### config.mk
export PLATFORM = sky130hd
export DESIGN_NAME = kbd_soc_top
export DESIGN_NICKNAME = d
export VERILOG_FILES = /design/src/source/kbd_soc_pkg.sv /design/src/source/column_scanner.sv /design/src/source/keypad_decoder.sv /design/src/source/data_ram.sv /design/src/source/mmio_bridge.sv /design/src/source/screen_driver.sv /design/src/source/kbd_soc_top.sv
export SDC_FILE = /design/constraint.sdc
export NUM_CORES = 2
export LEC_CHECK = 0
export ABC_AREA = 1
export BUFFER_PORTS_ARGS = -buffer_cell sky130_fd_sc_hd__buf_2
export CELL_PAD_IN_SITES_DETAIL_PLACEMENT = 1
export CELL_PAD_IN_SITES_GLOBAL_PLACEMENT = 2
export CORE_MARGIN = 2
export CORE_UTILIZATION = 25
export CTS_CLUSTER_DIAMETER = 80
export DETAILED_ROUTE_END_ITERATION = 10
export PLACE_DENSITY = 0.56
export SLEW_MARGIN = 30
export SYNTH_ARGS = -nofsm -noshare
export SYNTH_HDL_FRONTEND = slang
export SYNTH_SLANG_ARGS = --single-unit
export TNS_END_PERCENT = 100
### constraint.sdc
create_clock -name clk -period 4.7 [get_ports clk]
set_clock_uncertainty 0.05 [all_clocks]
set_input_delay 0.235 -clock clk [delete_from_list [all_inputs] [get_ports clk]]
set_output_delay 0.235 -clock clk [all_outputs]
set_load 0.005 [all_outputs]
### src/source/kbd_soc_pkg.sv
package kbd_soc_pkg;

    // Bus and payload widths
    typedef logic [31:0] addr_t;
    typedef logic [31:0] word_t;
    typedef logic [3:0]  col_t;
    typedef logic [4:0]  button_t;
    typedef logic [1:0]  app_t;
    typedef logic [7:0]  scr_byte_t;

    // Screen write cycle states
    typedef enum logic [2:0] {
        SCR_IDLE,
        SCR_SETUP,
        SCR_STROBE_LOW,
        SCR_STROBE_HIGH,
        SCR_FINISH
    } scr_state_t;

    // Address map
    localparam int unsigned RAM_WORDS    = 64;
    localparam addr_t       RAM_BASE     = 32'h0000_0000;
    localparam addr_t       KEYPAD_ADDR  = 32'h0000_1000;
    localparam addr_t       DISPLAY_ADDR = 32'h0000_2000;

    // Keypad timing and mode key
    localparam int SCAN_DIV = 8;
    localparam int MODE_KEY = 15;

    // 8080 strobe timing and LCD commands
    localparam int        WRX_LOW_CYC  = 2;
    localparam int        WRX_HIGH_CYC = 2;
    localparam scr_byte_t CMD_CASET    = 8'h2A;
    localparam scr_byte_t CMD_RASET    = 8'h2B;
    localparam scr_byte_t CMD_RAMWR    = 8'h2C;

endpackage

### src/source/column_scanner.sv
`timescale 1ns/1ps

module column_scanner
    import kbd_soc_pkg::*;
(
    input  logic clk,
    input  logic rst,
    output col_t column,
    output logic scan_tick
);

    logic [$clog2(SCAN_DIV)-1:0] dwell_cnt;

    // Last cycle of the dwell, rows have settled by now
    assign scan_tick = (dwell_cnt == SCAN_DIV - 1);

    always_ff @(posedge clk or posedge rst) begin
        if (rst) begin
            dwell_cnt <= '0;
        end else if (scan_tick) begin
            dwell_cnt <= '0;
        end else begin
            dwell_cnt <= dwell_cnt + 1'b1;
        end
    end

    // One-hot rotation, column 0 first
    always_ff @(posedge clk or posedge rst) begin
        if (rst) begin
            column <= 4'b0001;
        end else if (scan_tick) begin
            column <= {column[2:0], column[3]};
        end
    end

endmodule

### src/source/keypad_decoder.sv
`timescale 1ns/1ps

module keypad_decoder
    import kbd_soc_pkg::*;
(
    input  logic    clk,
    input  logic    rst,
    input  col_t    column,
    input  col_t    row,
    input  logic    scan_tick,
    output button_t button,
    output app_t    app,
    output logic    key_rise
);

    logic [1:0] col_idx;
    logic [1:0] row_idx;
    logic [3:0] cur_code;
    logic [3:0] hit_code;
    logic [3:0] sweep_code;
    logic       row_hit;
    logic       sweep_hit;
    logic       sweep_any;
    logic       prev_hit;

    // Column index from the one-hot drive, lowest active row wins
    always_comb begin
        col_idx = '0;
        row_idx = '0;
        for (int i = 3; i >= 0; i--) begin
            if (column[i]) begin
                col_idx = i[1:0];
            end
        end
        for (int i = 3; i >= 0; i--) begin
            if (row[i]) begin
                row_idx = i[1:0];
            end
        end
    end

    assign row_hit  = |row;
    assign cur_code = {col_idx, row_idx};

    // Include the hit seen on the closing tick itself
    assign sweep_any  = sweep_hit | row_hit;
    assign sweep_code = row_hit ? cur_code : hit_code;

    always_ff @(posedge clk or posedge rst) begin
        if (rst) begin
            button    <= '0;
            app       <= '0;
            key_rise  <= 1'b0;
            hit_code  <= '0;
            sweep_hit <= 1'b0;
            prev_hit  <= 1'b0;
        end else begin
            key_rise <= 1'b0;
            if (scan_tick && column[3]) begin
                // End of sweep
                if (!sweep_any) begin
                    button <= '0;
                end else if (!prev_hit) begin
                    button   <= {1'b1, sweep_code};
                    key_rise <= 1'b1;
                    if (sweep_code == 4'(MODE_KEY)) begin
                        app <= app + 1'b1;
                    end
                end
                prev_hit  <= sweep_any;
                sweep_hit <= 1'b0;
            end else if (scan_tick && row_hit) begin
                sweep_hit <= 1'b1;
                hit_code  <= cur_code;
            end
        end
    end

endmodule

### src/source/data_ram.sv
`timescale 1ns/1ps

module data_ram
    import kbd_soc_pkg::*;
(
    input  logic       clk,
    input  logic       rst,
    input  logic       ram_req,
    input  logic       ram_we,
    input  logic [5:0] ram_index,
    input  word_t      ram_wdata,
    output word_t      ram_rdata,
    output logic       ram_ack
);

    word_t mem [RAM_WORDS];

    always_ff @(posedge clk) begin
        if (ram_req) begin
            if (ram_we) begin
                mem[ram_index] <= ram_wdata;
            end else begin
                ram_rdata <= mem[ram_index];
            end
        end
    end

    // Every access completes in one cycle
    always_ff @(posedge clk or posedge rst) begin
        if (rst) begin
            ram_ack <= 1'b0;
        end else begin
            ram_ack <= ram_req;
        end
    end

endmodule

### src/source/mmio_bridge.sv
`timescale 1ns/1ps

module mmio_bridge
    import kbd_soc_pkg::*;
(
    input  logic       clk,
    input  logic       rst,
    input  addr_t      bus_addr,
    input  word_t      bus_wdata,
    input  logic       bus_read,
    input  logic       bus_write,
    output word_t      bus_rdata,
    output logic       bus_ack,
    output logic       ram_req,
    output logic       ram_we,
    output logic [5:0] ram_index,
    output word_t      ram_wdata,
    input  word_t      ram_rdata,
    input  logic       ram_ack,
    input  button_t    button,
    input  app_t       app,
    input  logic       key_rise,
    output logic       disp_wen,
    output scr_byte_t  disp_byte,
    output logic       disp_dc,
    input  logic       disp_ack
);

    logic    busy;
    logic    accept;
    logic    accept_q;
    logic    is_write;
    logic    dec_ram;
    logic    dec_key;
    logic    dec_disp;
    logic    sel_ram;
    logic    sel_key;
    logic    sel_disp;
    addr_t   ram_offset;
    logic    key_pending;
    button_t last_button;
    word_t   key_reg;
    word_t   local_rdata;
    logic    local_ack;

    assign accept = (bus_read | bus_write) & ~busy;

    // Region decode, display reads fall through to the local zero answer
    assign ram_offset = bus_addr - RAM_BASE;
    assign dec_ram    = (bus_addr >= RAM_BASE) && (ram_offset < RAM_WORDS * 4);
    assign dec_key    = (bus_addr == KEYPAD_ADDR);
    assign dec_disp   = bus_write && (bus_addr == DISPLAY_ADDR);

    // Master holds address and data until ack
    assign ram_index = ram_offset[7:2];
    assign ram_wdata = bus_wdata;
    assign ram_we    = is_write;
    assign ram_req   = accept_q & sel_ram;
    assign disp_byte = bus_wdata[7:0];
    assign disp_dc   = bus_wdata[8];

    assign key_reg = {key_pending, 21'b0, app, 3'b0, last_button};

    always_ff @(posedge clk or posedge rst) begin
        if (rst) begin
            busy     <= 1'b0;
            accept_q <= 1'b0;
            is_write <= 1'b0;
            sel_ram  <= 1'b0;
            sel_key  <= 1'b0;
            sel_disp <= 1'b0;
        end else begin
            accept_q <= accept;
            if (accept) begin
                busy     <= 1'b1;
                is_write <= bus_write;
                sel_ram  <= dec_ram;
                sel_key  <= dec_key;
                sel_disp <= dec_disp;
            end else if (bus_ack) begin
                busy <= 1'b0;
            end
        end
    end

    // Local answers and the display strobe, one cycle after the decode
    always_ff @(posedge clk or posedge rst) begin
        if (rst) begin
            disp_wen    <= 1'b0;
            local_ack   <= 1'b0;
            local_rdata <= '0;
        end else begin
            disp_wen  <= accept_q & sel_disp;
            local_ack <= accept_q & ~sel_ram & ~sel_disp;
            if (accept_q) begin
                local_rdata <= (sel_key && !is_write) ? key_reg : '0;
            end
        end
    end

    // Pending flag, a new press beats a clearing read
    always_ff @(posedge clk or posedge rst) begin
        if (rst) begin
            key_pending <= 1'b0;
            last_button <= '0;
        end else begin
            if (key_rise) begin
                key_pending <= 1'b1;
                last_button <= button;
            end else if (accept_q && sel_key && !is_write) begin
                key_pending <= 1'b0;
            end
        end
    end

    assign bus_ack   = local_ack | (sel_ram & ram_ack) | (sel_disp & disp_ack);
    assign bus_rdata = sel_ram ? ram_rdata : local_rdata;

endmodule

### src/source/screen_driver.sv
`timescale 1ns/1ps

module screen_driver
    import kbd_soc_pkg::*;
(
    input  logic      clk,
    input  logic      rst,
    input  logic      disp_wen,
    input  scr_byte_t disp_byte,
    input  logic      disp_dc,
    output logic      disp_ack,
    output logic      csx,
    output logic      dcx,
    output logic      wrx,
    output scr_byte_t screen_data,
    output logic      check_x,
    output logic      check_y,
    output logic      check_c
);

    scr_state_t state;
    logic [$clog2(WRX_LOW_CYC + WRX_HIGH_CYC)-1:0] phase;

    always_ff @(posedge clk or posedge rst) begin
        if (rst) begin
            state       <= SCR_IDLE;
            phase       <= '0;
            csx         <= 1'b1;
            wrx         <= 1'b1;
            dcx         <= 1'b1;
            screen_data <= '0;
            disp_ack    <= 1'b0;
        end else begin
            disp_ack <= 1'b0;
            case (state)
                SCR_IDLE: begin
                    if (disp_wen) begin
                        // Select the chip and present dcx and data for setup
                        csx         <= 1'b0;
                        dcx         <= disp_dc;
                        screen_data <= disp_byte;
                        state       <= SCR_SETUP;
                    end
                end
                SCR_SETUP: begin
                    wrx   <= 1'b0;
                    phase <= '0;
                    state <= SCR_STROBE_LOW;
                end
                SCR_STROBE_LOW: begin
                    if (phase == WRX_LOW_CYC - 1) begin
                        // Rising wrx latches the byte in the controller
                        wrx   <= 1'b1;
                        phase <= '0;
                        state <= SCR_STROBE_HIGH;
                    end else begin
                        phase <= phase + 1'b1;
                    end
                end
                SCR_STROBE_HIGH: begin
                    if (phase == WRX_HIGH_CYC - 1) begin
                        csx      <= 1'b1;
                        disp_ack <= 1'b1;
                        state    <= SCR_FINISH;
                    end else begin
                        phase <= phase + 1'b1;
                    end
                end
                SCR_FINISH: begin
                    state <= SCR_IDLE;
                end
                default: begin
                    state <= SCR_IDLE;
                end
            endcase
        end
    end

    // Sticky flags, set once a matching command byte has gone out
    always_ff @(posedge clk or posedge rst) begin
        if (rst) begin
            check_x <= 1'b0;
            check_y <= 1'b0;
            check_c <= 1'b0;
        end else if (state == SCR_STROBE_HIGH && phase == WRX_HIGH_CYC - 1 && !dcx) begin
            if (screen_data == CMD_CASET) begin
                check_x <= 1'b1;
            end
            if (screen_data == CMD_RASET) begin
                check_y <= 1'b1;
            end
            if (screen_data == CMD_RAMWR) begin
                check_c <= 1'b1;
            end
        end
    end

endmodule

### src/source/kbd_soc_top.sv
`timescale 1ns/1ps

module kbd_soc_top
    import kbd_soc_pkg::*;
(
    input  logic      clk,
    input  logic      rst,
    input  col_t      row,
    output col_t      column,
    input  addr_t     bus_addr,
    input  word_t     bus_wdata,
    input  logic      bus_read,
    input  logic      bus_write,
    output word_t     bus_rdata,
    output logic      bus_ack,
    output logic      screen_csx,
    output logic      screen_dcx,
    output logic      screen_wrx,
    output scr_byte_t screen_data,
    output logic      check_x,
    output logic      check_y,
    output logic      check_c
);

    // Keypad path
    logic    scan_tick;
    button_t button;
    app_t    app;
    logic    key_rise;

    // RAM port
    logic       ram_req;
    logic       ram_we;
    logic [5:0] ram_index;
    word_t      ram_wdata;
    word_t      ram_rdata;
    logic       ram_ack;

    // Display port
    logic      disp_wen;
    scr_byte_t disp_byte;
    logic      disp_dc;
    logic      disp_ack;

    column_scanner i_column_scanner (
        .clk       (clk),
        .rst       (rst),
        .column    (column),
        .scan_tick (scan_tick)
    );

    keypad_decoder i_keypad_decoder (
        .clk       (clk),
        .rst       (rst),
        .column    (column),
        .row       (row),
        .scan_tick (scan_tick),
        .button    (button),
        .app       (app),
        .key_rise  (key_rise)
    );

    mmio_bridge i_mmio_bridge (
        .clk       (clk),
        .rst       (rst),
        .bus_addr  (bus_addr),
        .bus_wdata (bus_wdata),
        .bus_read  (bus_read),
        .bus_write (bus_write),
        .bus_rdata (bus_rdata),
        .bus_ack   (bus_ack),
        .ram_req   (ram_req),
        .ram_we    (ram_we),
        .ram_index (ram_index),
        .ram_wdata (ram_wdata),
        .ram_rdata (ram_rdata),
        .ram_ack   (ram_ack),
        .button    (button),
        .app       (app),
        .key_rise  (key_rise),
        .disp_wen  (disp_wen),
        .disp_byte (disp_byte),
        .disp_dc   (disp_dc),
        .disp_ack  (disp_ack)
    );

    data_ram i_data_ram (
        .clk       (clk),
        .rst       (rst),
        .ram_req   (ram_req),
        .ram_we    (ram_we),
        .ram_index (ram_index),
        .ram_wdata (ram_wdata),
        .ram_rdata (ram_rdata),
        .ram_ack   (ram_ack)
    );

    screen_driver i_screen_driver (
        .clk         (clk),
        .rst         (rst),
        .disp_wen    (disp_wen),
        .disp_byte   (disp_byte),
        .disp_dc     (disp_dc),
        .disp_ack    (disp_ack),
        .csx         (screen_csx),
        .dcx         (screen_dcx),
        .wrx         (screen_wrx),
        .screen_data (screen_data),
        .check_x     (check_x),
        .check_y     (check_y),
        .check_c     (check_c)
    );

endmodule

== Word-level counts from Yosys, hierarchy flattened ==
Memory sizes are Yosys's and may differ from the RTL's. A register that Yosys moved wholly into a read port is not among the register bits.
Cells that the tools add are included.

* Register bits after elaboration: 88
* Latch bits: 0
* Bits in writable memories: 2048
* Memory bits (read-only): 0
* Input bits: 72
* Output and inout port bits: 51
* Word-level logic and storage cells: 139
* Memories kept: 1

* Add/sub/neg operators: 3
* Multipliers: 0
* Divide/modulo/power cells: 0
* $lt $le $gt $ge: 2
* Equal/unequal tests: 16
* Shift operators: 0
* Multiplexer cells: 39
* Bitwise operators: 17
* Reductions and logical operators: 31

{| class="wikitable"
|+ Memory list
! memory !! words !! bits a word !! rd ports !! clocked after Yosys merged registers in !! write ports !! line !! source
|-
| i_data_ram.mem || 64 || 32 || 1 || 1 || 1 || data_ram.sv:16 || <nowiki>word_t mem [RAM_WORDS];</nowiki>
|}

{| class="wikitable"
|+ Operators by type and width
! operator !! number
|-
| $mux 32 || 2
|-
| $eq 32x13->1 const B || 1
|-
| $eq 32x14->1 const B || 1
|-
| $ge 32x1->1 const B || 1
|-
| $lt 32x9->1 const B || 1
|-
| $eq 8x6->1 const B || 3
|-
| $mux 2 || 10
|-
| $reduce_and 2->1 || 9
|-
| $mux 1 || 16
|-
| $mux 3 || 4
|-
| $pmux 3 s4 || 1
|-
| $mux 5 || 2
|-
| $reduce_bool 2->1 || 5
|-
| $logic_and 1x1->1 || 9
|-
| $and 1x1->1 || 7
|-
| $eq 3x2->1 const B || 2
|-
| $ne 2x2->1 const B || 3
|-
| $not 1->1 || 6
|-
| $pmux 2 s3 || 1
|-
| $reduce_and 3->1 || 2
|-
| $add 2x1->2 const B || 2
|-
| $eq 4x4->1 const B || 1
|-
| $mux 4 || 1
|-
| $ne 2x1->1 const B || 2
|-
| 11 further kinds || 16
|}

== Logic depth before layout (Yosys ltp) ==
* Depth in word-level cells: 7
* Depth in mapped cells: 11
* Depth with buffers taken out: 9

== Modules after synthesis ==
Synthesis repeated with hierarchy kept, for this count alone.

* Cells, all modules: 8917
* Area, all modules: 90984.8 µm²

{| class="wikitable"
|+ Modules (own cells, without submodules)
! module !! instances !! cells each !! area an instance (µm²) !! seq. area each (µm²)
|-
| data_ram || 1 || 8444 || 87378.8 || 62484.9
|-
| mmio_bridge || 1 || 242 || 1626.6 || 550.5
|-
| screen_driver || 1 || 111 || 977.2 || 504.2
|-
| keypad_decoder || 1 || 95 || 732.0 || 350.3
|-
| column_scanner || 1 || 25 || 270.3 || 176.4
|}

== Worst setup path before layout ==
No wires, ideal clock.

* Kind: register -> register
* Start point: reg i_mmio_bridge.sel_ram
* End point: mem i_data_ram.mem[0][0] (netlist bit) (enable)
* Arrival: 2.472 ns
* Data required time: 4.229 ns
* Slack: 1.757 ns
* Cell stages (with the launch flop): 8
* Cell sequence: dfrtp_1 > clkbuf_1 > nand2_1 > nor2_1 > inv_1 > nor2_1 > nand2_1 > nor2_1

* Longest elaborated chain between the ends: 3

{| class="wikitable"
|+ Ends and longest elaborated chain
! what !! line !! source
|-
| start: declaration || mmio_bridge.sv:36 || <nowiki>logic sel_ram;</nowiki>
|-
| start signal: assignment || mmio_bridge.sv:77 || <nowiki>sel_ram <= dec_ram;</nowiki>
|-
| $and 1x1->1 || mmio_bridge.sv:58 || <nowiki>assign ram_req = accept_q & sel_ram;</nowiki>
|-
| $mux 1 || data_ram.sv:19 || <nowiki>if (ram_req) begin</nowiki>
|-
| $mux 1 (not written as such) || data_ram.sv:21 || <nowiki>mem[ram_index] <= ram_wdata;</nowiki>
|-
| end: declaration || data_ram.sv:16 ||
|}

Every way passes these cells.

== Final worst setup path ==
* Start point: in bus_addr[30]
* End point: reg i_mmio_bridge.sel_ram

* Longest elaborated chain between the ends: 2
* Elaborated cells on any way between the ends: 3

{| class="wikitable"
|+ Ends and longest elaborated chain
! what !! line !! source
|-
| start: declaration || kbd_soc_top.sv:10 || <nowiki>input addr_t bus_addr,</nowiki>
|-
| $ge 32x1->1 or $lt 32x9->1 (tied branches) || mmio_bridge.sv:50 || <nowiki>assign dec_ram = (bus_addr >= RAM_BASE) && (ram_offset < RAM_WORDS * 4);</nowiki>
|-
| $logic_and 1x1->1 (*) || mmio_bridge.sv:50 ||
|}

Mark *: on every way between the ends. The rest lies on a longest branch, timed or not.
A chain may end at the register's enable or synchronous reset.

==> out/summary.txt <==
outcome -> finished, final reports clean
clock share of power -> 44.6%
die width -> 610 µm
R2R setup slack -> 1.36 ns
crit path kind -> in2reg
Max H-tree Level -> 4
DR DRC count -> 0
Max FO, Critical Path -> 3
IO Port Bufs -> 122
EDFF count, synth -> 2080
Fin Setup TNS -> 0 ns
dominant cells by area after synthesis -> edfxtp_1, nand2_1, inv_1
Fin. Hold Viols -> 0
synth-to-layout area growth -> 17.5%
layout cells sized above 1 -> 9.02%
crit end category -> flop
Mapped Cells -> 8864
Chip Height -> 610 µm
Max Cap Viol -> 0
core area -> 0.365 mm²
Slew headroom -> 28.3%
Leakage Power -> 45.9 nW
endpoints failing setup -> 0
root buffer cell -> clkbuf_16
synthesized area per cell -> 10.3 µm²
Hold Crit Class -> in2async
largest net degree at the start of global routing -> 151
largest area contributor in the netlist -> edfxtp_1
initial core utilization -> 25.1%
Core Util, Final -> 29.5%
antenna violations before repair -> 23
clock sink total -> 2144
internal power -> 32.1 mW
critical path arrival -> 4.38 ns
Cell Area, Synth -> 0.0917 mm²
Netlist cell types -> 33
asr flop ratio synth -> 2.99%
RR Startpoint -> i_mmio_bridge.accept_q$_DFF_PP0_
R2R cell count -> 8
Tcrit/Tclk final -> 77.5%
power per cell area -> 387 mW/mm²
worst slack at placement -> 0.756 ns
routability cong. -> 0.743
Detailed Route WL -> 300000 µm
GRT Overall Usage -> 16.0%
area share of the largest cell type after synthesis -> 68.1%
commonest cells in the synthesized netlist -> nand2_1, edfxtp_1, inv_1
post-DR vias/cell -> 4.27
flop and latch count out of synthesis -> 2144
Iter 0 DRT Violations -> 3806
Worst Setup Start Kind -> primary input
Pins Over Slew Limit -> 0
Worst Path Required -> 5.44 ns
global-route wire length before repair -> 438000 µm
wire length per cell -> 21.2 µm
post-route ant nets -> 0
P_sw -> 9.53 mW
synthesis warning total -> 0
postcts setup bufs -> 0
RSZ-0062 raised after global routing -> false
Least-Margin Pin Slew -> 1.07 ns
DP Wirelength -> 178000 µm
VDD IR-drop max -> 0.287 mV
Pre-antenna DRT Iters -> 5
number of global-route vias before repair -> 62600
Worst-path clk slew -> 0.06 ns
most common cell in the netlist -> nand2_1
Skew-Pair Late Insertion Delay -> 0.91 ns
# IOs -> 123
CTS buffer count -> 246
register area share after synthesis -> 69.9%
minimum clock period -> 3.64 ns
Rows -> 222
Finished Layout Cells -> 14200
Max clock buf depth -> 4
Nets -> 9224
grt total ovfl -> 0
placed insts -> 13700
die area -> 0.372 mm²
Via Count -> 60500
setup ws final -> 1.06 ns
switch share -> 22.9%
CTS tree -> yes
Flop pwr share -> 50.3%
Reg-to-Reg End -> i_data_ram.mem[44][2]$_DFFE_PP_
Comb pwr share -> 5.0%
Main synth FF type -> edfxtp_1
syn nets -> 8940
Resized Gates After CTS -> 0
fmax -> 274 MHz
==> power by group through the flow <==
stage / Combinational [mW] / Sequential [mW] / Clock, mW
6_report: 2.10 / 21.0 / 18.6
5_1_grt: 2.34 / 21.0 / 19.9
4_1_cts: 2.16 / 21.0 / 19.2
3_5_place_dp: 2.13 / 21.4 / 0
3_3_place_gp: 2.11 / 21.4 / 0
2_1_floorplan: 0.961 / 21.4 / 0
==> kinds of logic (layout without fill, tap and decap cells) <==
logic type	Yosys count	count (layout)	synth area share, %
DFF	2144	2144	69.9
muxes	2	2	0.0246
buffers and inverters	2264	2747	9.73
AOI/OAI and AO/OA	354	354	1.98
other	0	9	0
and+or+nand+nor	4096	4096	18.3
adders and majority gates	4	4	0.0546
==> registers in the layout, indices dropped and copies added (netlist names), 2 cells and up <==
name / count
i_data_ram.mem: 2048
i_data_ram.ram_rdata: 32
i_mmio_bridge.local_rdata: 8
i_screen_driver.screen_data: 8
i_keypad_decoder.button: 5
i_mmio_bridge.last_button: 5
i_column_scanner.column: 4
i_keypad_decoder.hit_code: 4
i_column_scanner.dwell_cnt: 3
i_screen_driver.state: 3
i_keypad_decoder.app: 2
i_screen_driver.phase: 2
==> worst max path at each step <==
stage / start / end / slack (ns) / cells after the start
floorplan: i_mmio_bridge.sel_ram$_DFFE_PP0P_ / i_data_ram.mem[0][0]$_DFFE_PP_ / 1.76 / 7
global placement: bus_addr[2] / i_data_ram.ram_rdata[13]$_DFFE_PP_ / 0.74 / 10
detailed placement: bus_addr[2] / i_data_ram.ram_rdata[13]$_DFFE_PP_ / 0.76 / 10
CTS: bus_addr[30] / i_mmio_bridge.sel_ram$_DFFE_PP0P_ / 1.21 / 12
global route: bus_addr[30] / i_mmio_bridge.sel_ram$_DFFE_PP0P_ / 0.87 / 12
finish: bus_addr[30] / i_mmio_bridge.sel_ram$_DFFE_PP0P_ / 1.06 / 12
==> metal layers <==
metal | routed length, µm | GRT usage [%]
met5 | 23 | 0
met1 | 142000 | 22.1
met4 | 6750 | 3.77
met3 | 12000 | 2.23
met2 | 140000 | 26.4
==> cells in the final DEF, fill, tap and decap left out, types with 7 or more instances in the layout <==
master,count
o21ai_0,265
dlygate4sd3_1,58
nor2_4,70
buf_2,112
edfxtp_1,2080
buf_4,181
or2_2,71
o21ai_1,54
clkbuf_16,250
nand3_1,907
buf_12,54
dfrtp_1,59
nor2_1,356
bufinv_16,17
o22ai_1,13
nand2_1,2642
or2_1,26
diode_2,9
clkinv_2,50
clkinv_1,58
clkbuf_1,58
inv_1,1888
a21oi_1,13
clkbuf_8,7
==> repair_timing <==
item,4_1_cts,5_1_grt
endpoints found under the setup margin,0,0
endpoints found under the hold margin,957,0
hold buffers,58,0
==> metrics by stage <==
| stage | power, mW | cell area (µm²) | hold WS [ns] |
|---|---|---|---|
| after global placement | 23.5 | 99500 | 0.363 |
| after global routing | 43.2 | 108000 | 0.0582 |
| after floorplan | 22.3 | 91700 | 0.284 |
| final | 41.7 | 108000 | 0.0920 |
| after detailed placement | 23.5 | 99500 | 0.370 |
| after CTS | 42.3 | 108000 | 0.0197 |
==> critical path: stages <==
cell           delay [ns]
dlygate4sd3_1        0.54
buf_2                0.12
nor2_1               0.07
dlygate4sd3_1        0.55
nand2_1              0.04
dlygate4sd3_1        0.55
nor3_1               0.37
dlygate4sd3_1        0.63
nand3_1              0.07
dlygate4sd3_1        0.56
nand2_1              0.07
dlygate4sd3_1        0.56
==> cell type report <==
class,instances,area (µm²)
Sequential cell,2144,64100
Inverter,1892,7110
Fill cell,40800,258000
Antenna cell,9,22.5
Clock buffer,315,6570
Tap cell,4816,6030
Clock inverter,132,1050
Timing Repair Buffer,408,3630
Multi-Input combinational cell,4456,19300
No activity file was read; power rests on OpenSTA's default activity.
